<file path="config.mk">
export PLATFORM = sky130hd
export DESIGN_NAME = register_access_stall
export DESIGN_NICKNAME = d
export VERILOG_FILES = /design/src/design/opreg_pkg.sv /design/src/design/hazard_check.sv /design/src/design/operand_source_decode.sv /design/src/design/pending_write_table.sv /design/src/design/register_access_stall.sv
export VERILOG_INCLUDE_DIRS = /design/src /design/src/design
export SDC_FILE = /design/constraint.sdc
export NUM_CORES = 1
export LEC_CHECK = 0
export ABC_CLOCK_PERIOD_IN_PS = 13400
export BUFFER_PORTS_ARGS = -buffer_cell sky130_fd_sc_hd__buf_2
export CORE_UTILIZATION = 45
export CTS_CLUSTER_SIZE = 12
export DETAILED_ROUTE_END_ITERATION = 10
export SLEW_MARGIN = 20
export SYNTH_ARGS = -nofsm -noshare
export SYNTH_HDL_FRONTEND = slang
export SYNTH_HIERARCHICAL = 1
export SYNTH_SLANG_ARGS = --single-unit
</file>
<file path="constraint.sdc">
create_clock -name clk -period 13.4 [get_ports clk]
set_input_delay 2.68 -clock clk [delete_from_list [all_inputs] [get_ports clk]]
set_output_delay 2.68 -clock clk [all_outputs]
set_load 0.1 [all_outputs]
</file>
<file path="src/design/opreg_consts.svh">
/*
 * operand hazard unit constants
 * register file geometry, counter sizing and ModRM / SIB field layout
 */
`ifndef OPREG_CONSTS_SVH
`define OPREG_CONSTS_SVH

`define NUM_GPR        8
`define GPR_IDX_W      3
`define PEND_CNT_W     4
`define PEND_CNT_MAX   15

// ModRM byte fields
`define MODRM_MOD_HI   7
`define MODRM_MOD_LO   6
`define MODRM_RM_HI    2
`define MODRM_RM_LO    0
`define MODRM_RM_SIB   3'b100
`define MODRM_MOD_REG  2'b11
`define DISP32_RM      3'b101

// SIB byte fields
`define SIB_INDEX_HI   5
`define SIB_INDEX_LO   3
`define SIB_BASE_HI    2
`define SIB_BASE_LO    0
`define SIB_NO_INDEX   3'b100

`endif

</file>
<file path="src/design/opreg_pkg.sv">
/*
 * operand hazard unit package
 * operand kind and register size encodings, plus the high-byte
 * register fold shared by source decode and the pending-write table
 */
`include "opreg_consts.svh"

package opreg_pkg;

    // operand kind as presented by the decode stage
    typedef enum logic [2:0] {
        kind_none  = 3'd0,
        kind_reg   = 3'd1,
        kind_seg   = 3'd2,
        kind_mm    = 3'd3,
        kind_modrm = 3'd4,
        kind_imm   = 3'd5,
        kind_mem   = 3'd6
    } op_kind_e;

    // operand register width
    typedef enum logic [1:0] {
        size_byte  = 2'd0,
        size_word  = 2'd1,
        size_dword = 2'd2
    } reg_size_e;

    // AH/CH/DH/BH live in the same GPR as AL/CL/DL/BL,
    // so byte indices 4..7 map back onto 0..3
    function automatic logic [`GPR_IDX_W-1:0] fold_gpr_index(
        input logic [`GPR_IDX_W-1:0] idx,
        input reg_size_e             size
    );
        logic [`GPR_IDX_W-1:0] folded;
        folded = idx;
        if (size == size_byte && idx >= 3'd4) begin
            folded = idx - 3'd4;
        end
        return folded;
    endfunction

endpackage

</file>
<file path="src/design/hazard_check.sv">
/*
 * hazard check
 * looks up the pending-write count of every valid source register and
 * stalls issue while any of them still has a write outstanding
 */
`include "opreg_consts.svh"

module hazard_check (
    input  logic                               issue_valid,
    input  logic                               next_stage_ready,
    input  logic [`NUM_GPR*`PEND_CNT_W-1:0]    pend_counts,
    input  logic [`GPR_IDX_W-1:0]              op0_src0_idx,
    input  logic                               op0_src0_valid,
    input  logic [`GPR_IDX_W-1:0]              op0_src1_idx,
    input  logic                               op0_src1_valid,
    input  logic [`GPR_IDX_W-1:0]              op1_src0_idx,
    input  logic                               op1_src0_valid,
    input  logic [`GPR_IDX_W-1:0]              op1_src1_idx,
    input  logic                               op1_src1_valid,
    output logic                               stall,
    output logic                               issue_accept
);

    logic [`GPR_IDX_W-1:0]  src_idx [4];
    logic [3:0]             src_valid;
    logic [3:0]             src_busy;

    assign src_idx[0] = op0_src0_idx;
    assign src_idx[1] = op0_src1_idx;
    assign src_idx[2] = op1_src0_idx;
    assign src_idx[3] = op1_src1_idx;

    assign src_valid = {op1_src1_valid, op1_src0_valid, op0_src1_valid, op0_src0_valid};

    // one counter mux per source slot
    for (genvar s = 0; s < 4; s++) begin : g_src
        logic [`PEND_CNT_W-1:0] cnt_sel;

        assign cnt_sel     = pend_counts[src_idx[s]*`PEND_CNT_W +: `PEND_CNT_W];
        assign src_busy[s] = src_valid[s] && (cnt_sel != '0);
    end

    assign stall        = issue_valid && (|src_busy);
    assign issue_accept = issue_valid && next_stage_ready && !stall;

    // a stalled instruction must never be counted by the table
    always_comb begin
        assert (!(issue_accept && stall))
            else $error("hazard_check: issue accepted while stalled");
    end

endmodule

</file>
<file path="src/design/operand_source_decode.sv">
/*
 * operand source decode
 * finds up to two source registers read by one operand (register,
 * memory or ModRM/SIB addressing) and whether it names a destination GPR
 */
`include "opreg_consts.svh"

module operand_source_decode (
    input  opreg_pkg::op_kind_e     op_kind,
    input  logic [`GPR_IDX_W-1:0]   op_reg,
    input  opreg_pkg::reg_size_e    reg_size,
    input  logic [7:0]              mod_rm,
    input  logic [7:0]              sib,
    output logic [`GPR_IDX_W-1:0]   src0_idx,
    output logic                    src0_valid,
    output logic [`GPR_IDX_W-1:0]   src1_idx,
    output logic                    src1_valid,
    output logic [`GPR_IDX_W-1:0]   dest_idx,
    output logic                    dest_is_reg
);

    import opreg_pkg::*;

    logic [1:0]             mod_f;
    logic [2:0]             rm_f;
    logic [2:0]             sib_index;
    logic [2:0]             sib_base;
    logic [`GPR_IDX_W-1:0]  reg_folded;
    logic                   has_sib;
    logic                   disp_only;

    assign mod_f     = mod_rm[`MODRM_MOD_HI:`MODRM_MOD_LO];
    assign rm_f      = mod_rm[`MODRM_RM_HI:`MODRM_RM_LO];
    assign sib_index = sib[`SIB_INDEX_HI:`SIB_INDEX_LO];
    assign sib_base  = sib[`SIB_BASE_HI:`SIB_BASE_LO];

    assign reg_folded = fold_gpr_index(op_reg, reg_size);

    // memory form with rm 100 pulls in a SIB byte
    assign has_sib   = (mod_f != `MODRM_MOD_REG) && (rm_f == `MODRM_RM_SIB);
    // mod 00 rm 101 is a bare disp32 with no register read
    assign disp_only = (mod_f == 2'b00) && (rm_f == `DISP32_RM);

    // first source
    always_comb begin
        src0_idx   = reg_folded;
        src0_valid = 1'b0;
        case (op_kind)
            kind_reg, kind_mem: begin
                src0_valid = 1'b1;
            end
            kind_modrm: begin
                src0_valid = !disp_only;
                src0_idx   = has_sib ? sib_base : rm_f;
            end
            default: begin
                src0_valid = 1'b0;
            end
        endcase
    end

    // second source is only ever the SIB index
    assign src1_idx   = sib_index;
    assign src1_valid = (op_kind == kind_modrm) && has_sib &&
                        (sib_index != `SIB_NO_INDEX);

    // only a plain register operand is a tracked destination
    assign dest_is_reg = (op_kind == kind_reg);
    assign dest_idx    = reg_folded;

    // an index register is never used without a base
    always_comb begin
        assert (!src1_valid || src0_valid)
            else $error("operand_source_decode: index source without base source");
    end

endmodule

</file>
<file path="src/design/pending_write_table.sv">
/*
 * pending-write table
 * one counter per GPR holding the number of issued writes not yet
 * written back; issue increments, writeback decrements
 */
`include "opreg_consts.svh"

module pending_write_table (
    input  logic                                clk,
    input  logic                                rst,
    input  logic                                issue_accept,
    input  logic                                dest_is_reg,
    input  logic [`GPR_IDX_W-1:0]               dest_idx,
    input  logic                                wb_valid,
    input  logic [`GPR_IDX_W-1:0]               wb_reg,
    input  opreg_pkg::reg_size_e                wb_size,
    output logic [`NUM_GPR*`PEND_CNT_W-1:0]     pend_counts
);

    import opreg_pkg::*;

    logic [`PEND_CNT_W-1:0]  pend_cnt [`NUM_GPR];
    logic [`GPR_IDX_W-1:0]   wb_idx;
    logic                    issue_write;

    // high-byte writebacks land on the low four registers
    assign wb_idx      = fold_gpr_index(wb_reg, wb_size);
    assign issue_write = issue_accept && dest_is_reg;

    for (genvar i = 0; i < `NUM_GPR; i++) begin : g_cnt
        logic inc_hit;
        logic dec_hit;

        assign inc_hit = issue_write && (dest_idx == i);
        assign dec_hit = wb_valid && (wb_idx == i);

        // same-cycle issue and writeback cancel out
        always_ff @(posedge clk) begin
            if (rst) begin
                pend_cnt[i] <= '0;
            end else if (inc_hit && !dec_hit) begin
                if (pend_cnt[i] != `PEND_CNT_MAX) begin
                    pend_cnt[i] <= pend_cnt[i] + 1'b1;
                end
            end else if (dec_hit && !inc_hit) begin
                if (pend_cnt[i] != '0) begin
                    pend_cnt[i] <= pend_cnt[i] - 1'b1;
                end
            end
        end

        assign pend_counts[i*`PEND_CNT_W +: `PEND_CNT_W] = pend_cnt[i];

        // decode stage must not issue past counter capacity
        a_no_overflow: assert property (
            @(posedge clk) disable iff (rst)
            (inc_hit && !dec_hit) |-> (pend_cnt[i] != `PEND_CNT_MAX)
        ) else $error("pending_write_table: counter %0d overflow", i);

        // writeback for a register with nothing outstanding
        a_no_underflow: assert property (
            @(posedge clk) disable iff (rst)
            (dec_hit && !inc_hit) |-> (pend_cnt[i] != '0)
        ) else $error("pending_write_table: counter %0d underflow", i);
    end

endmodule

</file>
<file path="src/design/register_access_stall.sv">
/*
 * register access stall
 * operand hazard unit for the decode stage; decodes the sources of both
 * operands, tracks pending GPR writes and raises stall on a hazard
 */
module register_access_stall (
    input  logic                  clk,
    input  logic                  rst,
    input  logic                  issue_valid,
    input  opreg_pkg::reg_size_e  reg_size,
    input  opreg_pkg::op_kind_e   op0_kind,
    input  logic [2:0]            op0_reg,
    input  opreg_pkg::op_kind_e   op1_kind,
    input  logic [2:0]            op1_reg,
    input  logic [7:0]            mod_rm,
    input  logic [7:0]            sib,
    input  logic                  wb_valid,
    input  logic [2:0]            wb_reg,
    input  opreg_pkg::reg_size_e  wb_size,
    input  logic                  next_stage_ready,
    output logic                  stall,
    output logic                  issue_accept
);

    logic [2:0]   op0_src0_idx;
    logic         op0_src0_valid;
    logic [2:0]   op0_src1_idx;
    logic         op0_src1_valid;
    logic [2:0]   op1_src0_idx;
    logic         op1_src0_valid;
    logic [2:0]   op1_src1_idx;
    logic         op1_src1_valid;
    logic [2:0]   dest_idx;
    logic         dest_is_reg;
    logic [31:0]  pend_counts;

    // operand 0 is both a source and the tracked destination
    operand_source_decode op0_decode (
        .op_kind     (op0_kind),
        .op_reg      (op0_reg),
        .reg_size    (reg_size),
        .mod_rm      (mod_rm),
        .sib         (sib),
        .src0_idx    (op0_src0_idx),
        .src0_valid  (op0_src0_valid),
        .src1_idx    (op0_src1_idx),
        .src1_valid  (op0_src1_valid),
        .dest_idx    (dest_idx),
        .dest_is_reg (dest_is_reg)
    );

    // operand 1 is read only
    operand_source_decode op1_decode (
        .op_kind     (op1_kind),
        .op_reg      (op1_reg),
        .reg_size    (reg_size),
        .mod_rm      (mod_rm),
        .sib         (sib),
        .src0_idx    (op1_src0_idx),
        .src0_valid  (op1_src0_valid),
        .src1_idx    (op1_src1_idx),
        .src1_valid  (op1_src1_valid),
        .dest_idx    (),
        .dest_is_reg ()
    );

    pending_write_table table_inst (
        .clk          (clk),
        .rst          (rst),
        .issue_accept (issue_accept),
        .dest_is_reg  (dest_is_reg),
        .dest_idx     (dest_idx),
        .wb_valid     (wb_valid),
        .wb_reg       (wb_reg),
        .wb_size      (wb_size),
        .pend_counts  (pend_counts)
    );

    hazard_check check_inst (
        .issue_valid      (issue_valid),
        .next_stage_ready (next_stage_ready),
        .pend_counts      (pend_counts),
        .op0_src0_idx     (op0_src0_idx),
        .op0_src0_valid   (op0_src0_valid),
        .op0_src1_idx     (op0_src1_idx),
        .op0_src1_valid   (op0_src1_valid),
        .op1_src0_idx     (op1_src0_idx),
        .op1_src0_valid   (op1_src0_valid),
        .op1_src1_idx     (op1_src1_idx),
        .op1_src1_valid   (op1_src1_valid),
        .stall            (stall),
        .issue_accept     (issue_accept)
    );

endmodule

</file>
; ---- Yosys cells after proc, flatten, opt, wreduce, memory -nomap -nowiden
; Memories as Yosys holds them, arrays and structs flattened.
; Index checks and enable logic that the tools add are counted.
[word_totals]
wordCells = 258
output_inout_bits = 2
input_bits = 40
n_memories = 1
register_bits = 0
mem_bits_rw = 32
[classes]
bitwise_logic = 16
reduce_logical = 86
shifts = 3
n_eq_ne = 32
n_addsub = 19
n_lt_le_gt_ge = 3
mux = 98
[memory_table]
columns = memory, words, word_bits, read_ports, rd_ports_with_merged_regs, write_ports, line
row1 = table_inst.pend_cnt, 8, 4, 8, 0, 8, pending_write_table.sv:22  ; logic [`PEND_CNT_W-1:0] pend_cnt [`NUM_GPR];
[ops]
columns = operator, n
row1 = $shiftx A32 B6 Y4, 3
row2 = $mux W1, 74
row3 = $mux W4, 16
row4 = $logic_and A1 B1 Y1, 49
row5 = $reduce_bool A4 Y1, 11
row6 = $eq A3 B3 Y1 const B, 14
row7 = $add A4 B1 Y4 const B, 8
row8 = $ne A4 B4 Y1 const B, 8
row9 = $sub A4 B1 Y4 const B, 8
row10 = $logic_not A1 Y1, 18
row11 = $mux W3, 6
row12 = $or A1 B1 Y1, 16
row13 = $eq A3 B1 Y1 const B, 4
row14 = $eq A3 B2 Y1 const B, 4
row15 = $ge A3 B3 Y1 const B, 3
row16 = $sub A3 B3 Y3 const B, 3
row17 = $logic_not A2 Y1, 3
row18 = $logic_not A3 Y1, 2
row19 = $pmux W1 S2, 2
row20 = $reduce_or A2 Y1, 2
row21 = $reduce_or A4 Y1, 1
row22 = $ne A3 B3 Y1 const B, 1
row23 = $ne A2 B2 Y1 const B, 1

; ---- Logic depth before layout (Yosys ltp)
[depth]
word_depth = 20
mapped_depth = 17
mapped_depth_nobuf = 17

; ---- Hierarchy
; The synthesis kept the hierarchy.
[by_module_without_submodules]
columns = mod, seq_area_each_um2, n_inst, cells_each, area_each_um2
row1 = pending_write_table, 960.9, 1, 282, 2563.7
row2 = hazard_check, 0.0, 1, 57, 445.4
row3 = operand_source_decode, 0.0, 2, 27, 195.2

; ---- Worst setup path before layout
; No wires, ideal clock.
[synth_timing]
path_kind = input to output
start = input op1_kind[1]
end = output stall
n_path_buf = 0
path_stages = 7
slack_ns = 4.557
required_time_ns = 10.720
arrival_ns = 6.163
cell_sequence = nor3b_4 > mux2_4 > or3_1 > o22ai_1 > o31ai_1 > o2111a_1 > a21boi_0
[synth_between]
elab_chain_cells = 7
word_cells_on_any_way = 14
cone_classes = 3 x eq/ne / 1 x shift / 2 x mux / 8 x reduce/logical
[synth_rtl]
columns = element, line
row1 = start: declaration, register_access_stall.sv:13  ; input opreg_pkg::op_kind_e op1_kind,
row2 = $eq A3 B3 Y1, operand_source_decode.sv:48  ; case (op_kind)
row3 = $mux W3, operand_source_decode.sv:48
row4 = via op1_src0_idx[2], register_access_stall.sv:29  ; logic [2:0] op1_src0_idx;
row5 = $shiftx A32 B6 Y4, hazard_check.sv:39  ; assign cnt_sel = pend_counts[src_idx[s]*`PEND_CNT_W +: `PEND_CNT_W];
row6 = $reduce_bool A4 Y1, hazard_check.sv:40  ; assign src_busy[s] = src_valid[s] && (cnt_sel != '0);
row7 = $logic_and A1 B1 Y1, hazard_check.sv:40
row8 = $reduce_or A4 Y1, hazard_check.sv:43  ; assign stall = issue_valid && (|src_busy);
row9 = $logic_and A1 B1 Y1, hazard_check.sv:43
row10 = end: declaration, register_access_stall.sv:21  ; output logic stall,
; The timed path passes the listed nets, and every way through them passes these cells.

; ---- Worst setup path after layout
[layout_timing]
start = input op0_kind[1]
end = output issue_accept
[layout_between]
elab_chain_cells = 9
word_cells_on_any_way = 16
cone_classes = 3 x eq/ne / 1 x shift / 2 x mux / 10 x reduce/logical
[layout_rtl]
columns = element, line
row1 = start: declaration, register_access_stall.sv:11  ; input opreg_pkg::op_kind_e op0_kind,
row2 = $eq A3 B3 Y1, operand_source_decode.sv:48
row3 = $mux W3, operand_source_decode.sv:48
row4 = via op0_src0_idx[1], register_access_stall.sv:25  ; logic [2:0] op0_src0_idx;
row5 = $shiftx A32 B6 Y4, hazard_check.sv:39
row6 = $reduce_bool A4 Y1, hazard_check.sv:40
row7 = $logic_and A1 B1 Y1, hazard_check.sv:40
row8 = $reduce_or A4 Y1, hazard_check.sv:43
row9 = $logic_and A1 B1 Y1, hazard_check.sv:43
row10 = $logic_not A1 Y1, hazard_check.sv:44  ; assign issue_accept = issue_valid && next_stage_ready && !stall;
row11 = $logic_and A1 B1 Y1, hazard_check.sv:44
row12 = end: declaration, register_access_stall.sv:22  ; output logic issue_accept
; The timed path passes the listed nets, and every way through them passes these cells.

==> results.md <==
- Largest net degree at the start of global routing: 27
- Cts repair resizes: 0
- Slew @ Worst Pin: around 0.8 ns
- Vias per cell: 6.14
- Slew Limit Fails: 0
- CTS root buf: clkbuf_8
- Worst skew pair latency: 0.29 ns
- IO Pins: 42
- Layout area overhead: 9.17%
- Cts hold-fix bufs: 0
- CP Launch Type: input port
- DRC viols: 0
- CTS tree: done
- Status: completed
- Avg Inst Size Synth: 8.66 sq um
- Syn Inst Count: 391
- Setup TNS: 0 ns
- YS warnings: 6
- First-pass DRT Iterations: 5
- Setup Buffers After CTS: 0
- Die footprint: 7870 sq um
- Placed cell area: 3610 sq um
- DP HPWL: 6.16 mm
- Achievable Freq: between 100 and 150 MHz
- Starting density of the core: 0.467
- Rows: 31
- Placed insts: 513
- Post-layout nets: ~480
- Vias in the first global route: 2818
- Core Footprint: 7250 sq um
- CP endpoint kind: output port
- Worst slack, placed: 5.50 ns
- Post-Syn Nets: 448
- WS Path Type: input port to output port
- WL/cell: between 15 and 20 um
- RSZ-0062 raised after global routing: no
- CTS Sinks: 32
- Max H-tree Level: 2
- Clock transition at path regs: 0.08 ns
- Die Span X: around 90 um
- Routed wire length: roughly 8 mm
- # diodes: 0
- Worst-path fanout max: 6
- Final worst slack: 5.47 ns
- Power per cell area: 72.0 nW/um^2
- Worst EP arrival: between 5 and 6 ns
- Worst slew margin: 0.460
- CTS max path bufs: 2
- Max-Cap Viols: 0
- Post-synthesis cell area: 3380 sq um
- Worst Path Required: around 11 ns
- Number of antenna violations at the first check in global routing: 0
- IO buf count: 36
- Final setup fails: 0
- Layout cell share with drive strength beyond 1: 0.168
- Top Registers: table_inst/pend_cnt (32)
- GRT Total Usage: 0.219
- Final ANT Viol Nets: 0
- Fin area: between 3000 and 4000 sq um
- Total CTS buffers: 5
- First-pass GRT wire length: 13.5 mm
- Leakage power: 0.00132 uW
- Fill count: 721
- Tcrit/Tclk final: 0.592
- Worst Hold Class: register to register
- Global route overflow: 0
- Top reg by flops: table_inst/pend_cnt
- Post-route minimum period: approximately 7.9 ns
- Count of final hold-check violations: 0
- Non-Filler Instances: 521
- Max reg flops: 32
- DRT iter0 DRCs: around 340
- GPL Wtd Cong: 0.871
- Max IR drop VDD: 43.5 uV
- Vias: 3198
- Die Height: about 90 um
- Fin util: 0.509
- Worst-case clock skew: 0.00843 ns
## layout make-up
type / count / area, sq um / share of cell area
clock buffers: 5 / 68.8 / 0.0186
clock inverters: 3 / 18.8 / 0.00508
inverters: 25 / 93.8 / 0.0254
multi-input cells: 321 / 2250 / 0.609
flip-flops and latches: 32 / 961 / 0.260
well taps: 99 / 124 / 0.0335
repair buffers: 36 / 180 / 0.0488
## where the power goes
| part | total, uW | internal (uW) | switching, uW |
|---|---|---|---|
| Sequential | 126 | 117 | 9.35 |
| Clock | 76.5 | 36.2 | 40.3 |
| Combinational | 63.4 | 24.6 | 38.8 |
| Total | 266 | 178 | 88.5 |
## layout by cell type (no fill, tap or decap), types with 7 or more instances in the layout
master    count
inv_1        24
nand2b_1      8
nand3_1      10
a21oi_1      22
o21ai_1      12
edfxtp_1     32
a221oi_1     11
ha_1         16
nor2_1       41
nor4_1       12
buf_2        36
nor3_1       13
nand2_1      18
o21ai_0       7
or3_1        11
o22ai_1       7
a31oi_1       9
## critical path, cell delays in order
cell     delay [ns]
buf_2          0.12
nor3b_4        0.32
nor2_1         0.07
a21oi_1        0.36
inv_1          0.13
mux2i_1        0.14
a41o_1         0.28
nor4_1         0.36
and4_1         0.33
buf_2          0.45
## metrics by stage
stage | hold slack [ns] | power (uW)
finish | 0.650 | 266
global route | 0.698 | 282
CTS | 0.655 | 270
detailed placement | 0.640 | 191
global placement | 0.644 | 190
floorplan | 0.602 | 173
## per-layer routing
layer  vias up  wire length (um)  part of all wire  GRT usage
met1      1518              3960              0.49      0.315
met4         0                95             0.012     0.0543
met3        10               324             0.040     0.0382
li1       1605                 -                 -          -
met2        65              3640              0.45      0.340
met5         -                 0                 0          0
## worst paths after layout
path	start	endpoint	slack, ns	cells past startpoint
max reg2reg	table_inst/pend_cnt[0][10]$_DFFE_PP_	table_inst/pend_cnt[1][3]$_SDFFCE_PN0P_	9.25	14
min	table_inst/pend_cnt[0][0]$_DFFE_PP_	table_inst/pend_cnt[0][0]$_DFFE_PP_	0.65	1
max	op0_kind[1]	issue_accept	5.47	10
min reg2reg	table_inst/pend_cnt[0][0]$_DFFE_PP_	table_inst/pend_cnt[0][0]$_DFFE_PP_	0.65	1
(Power assumes the default switching activity.)
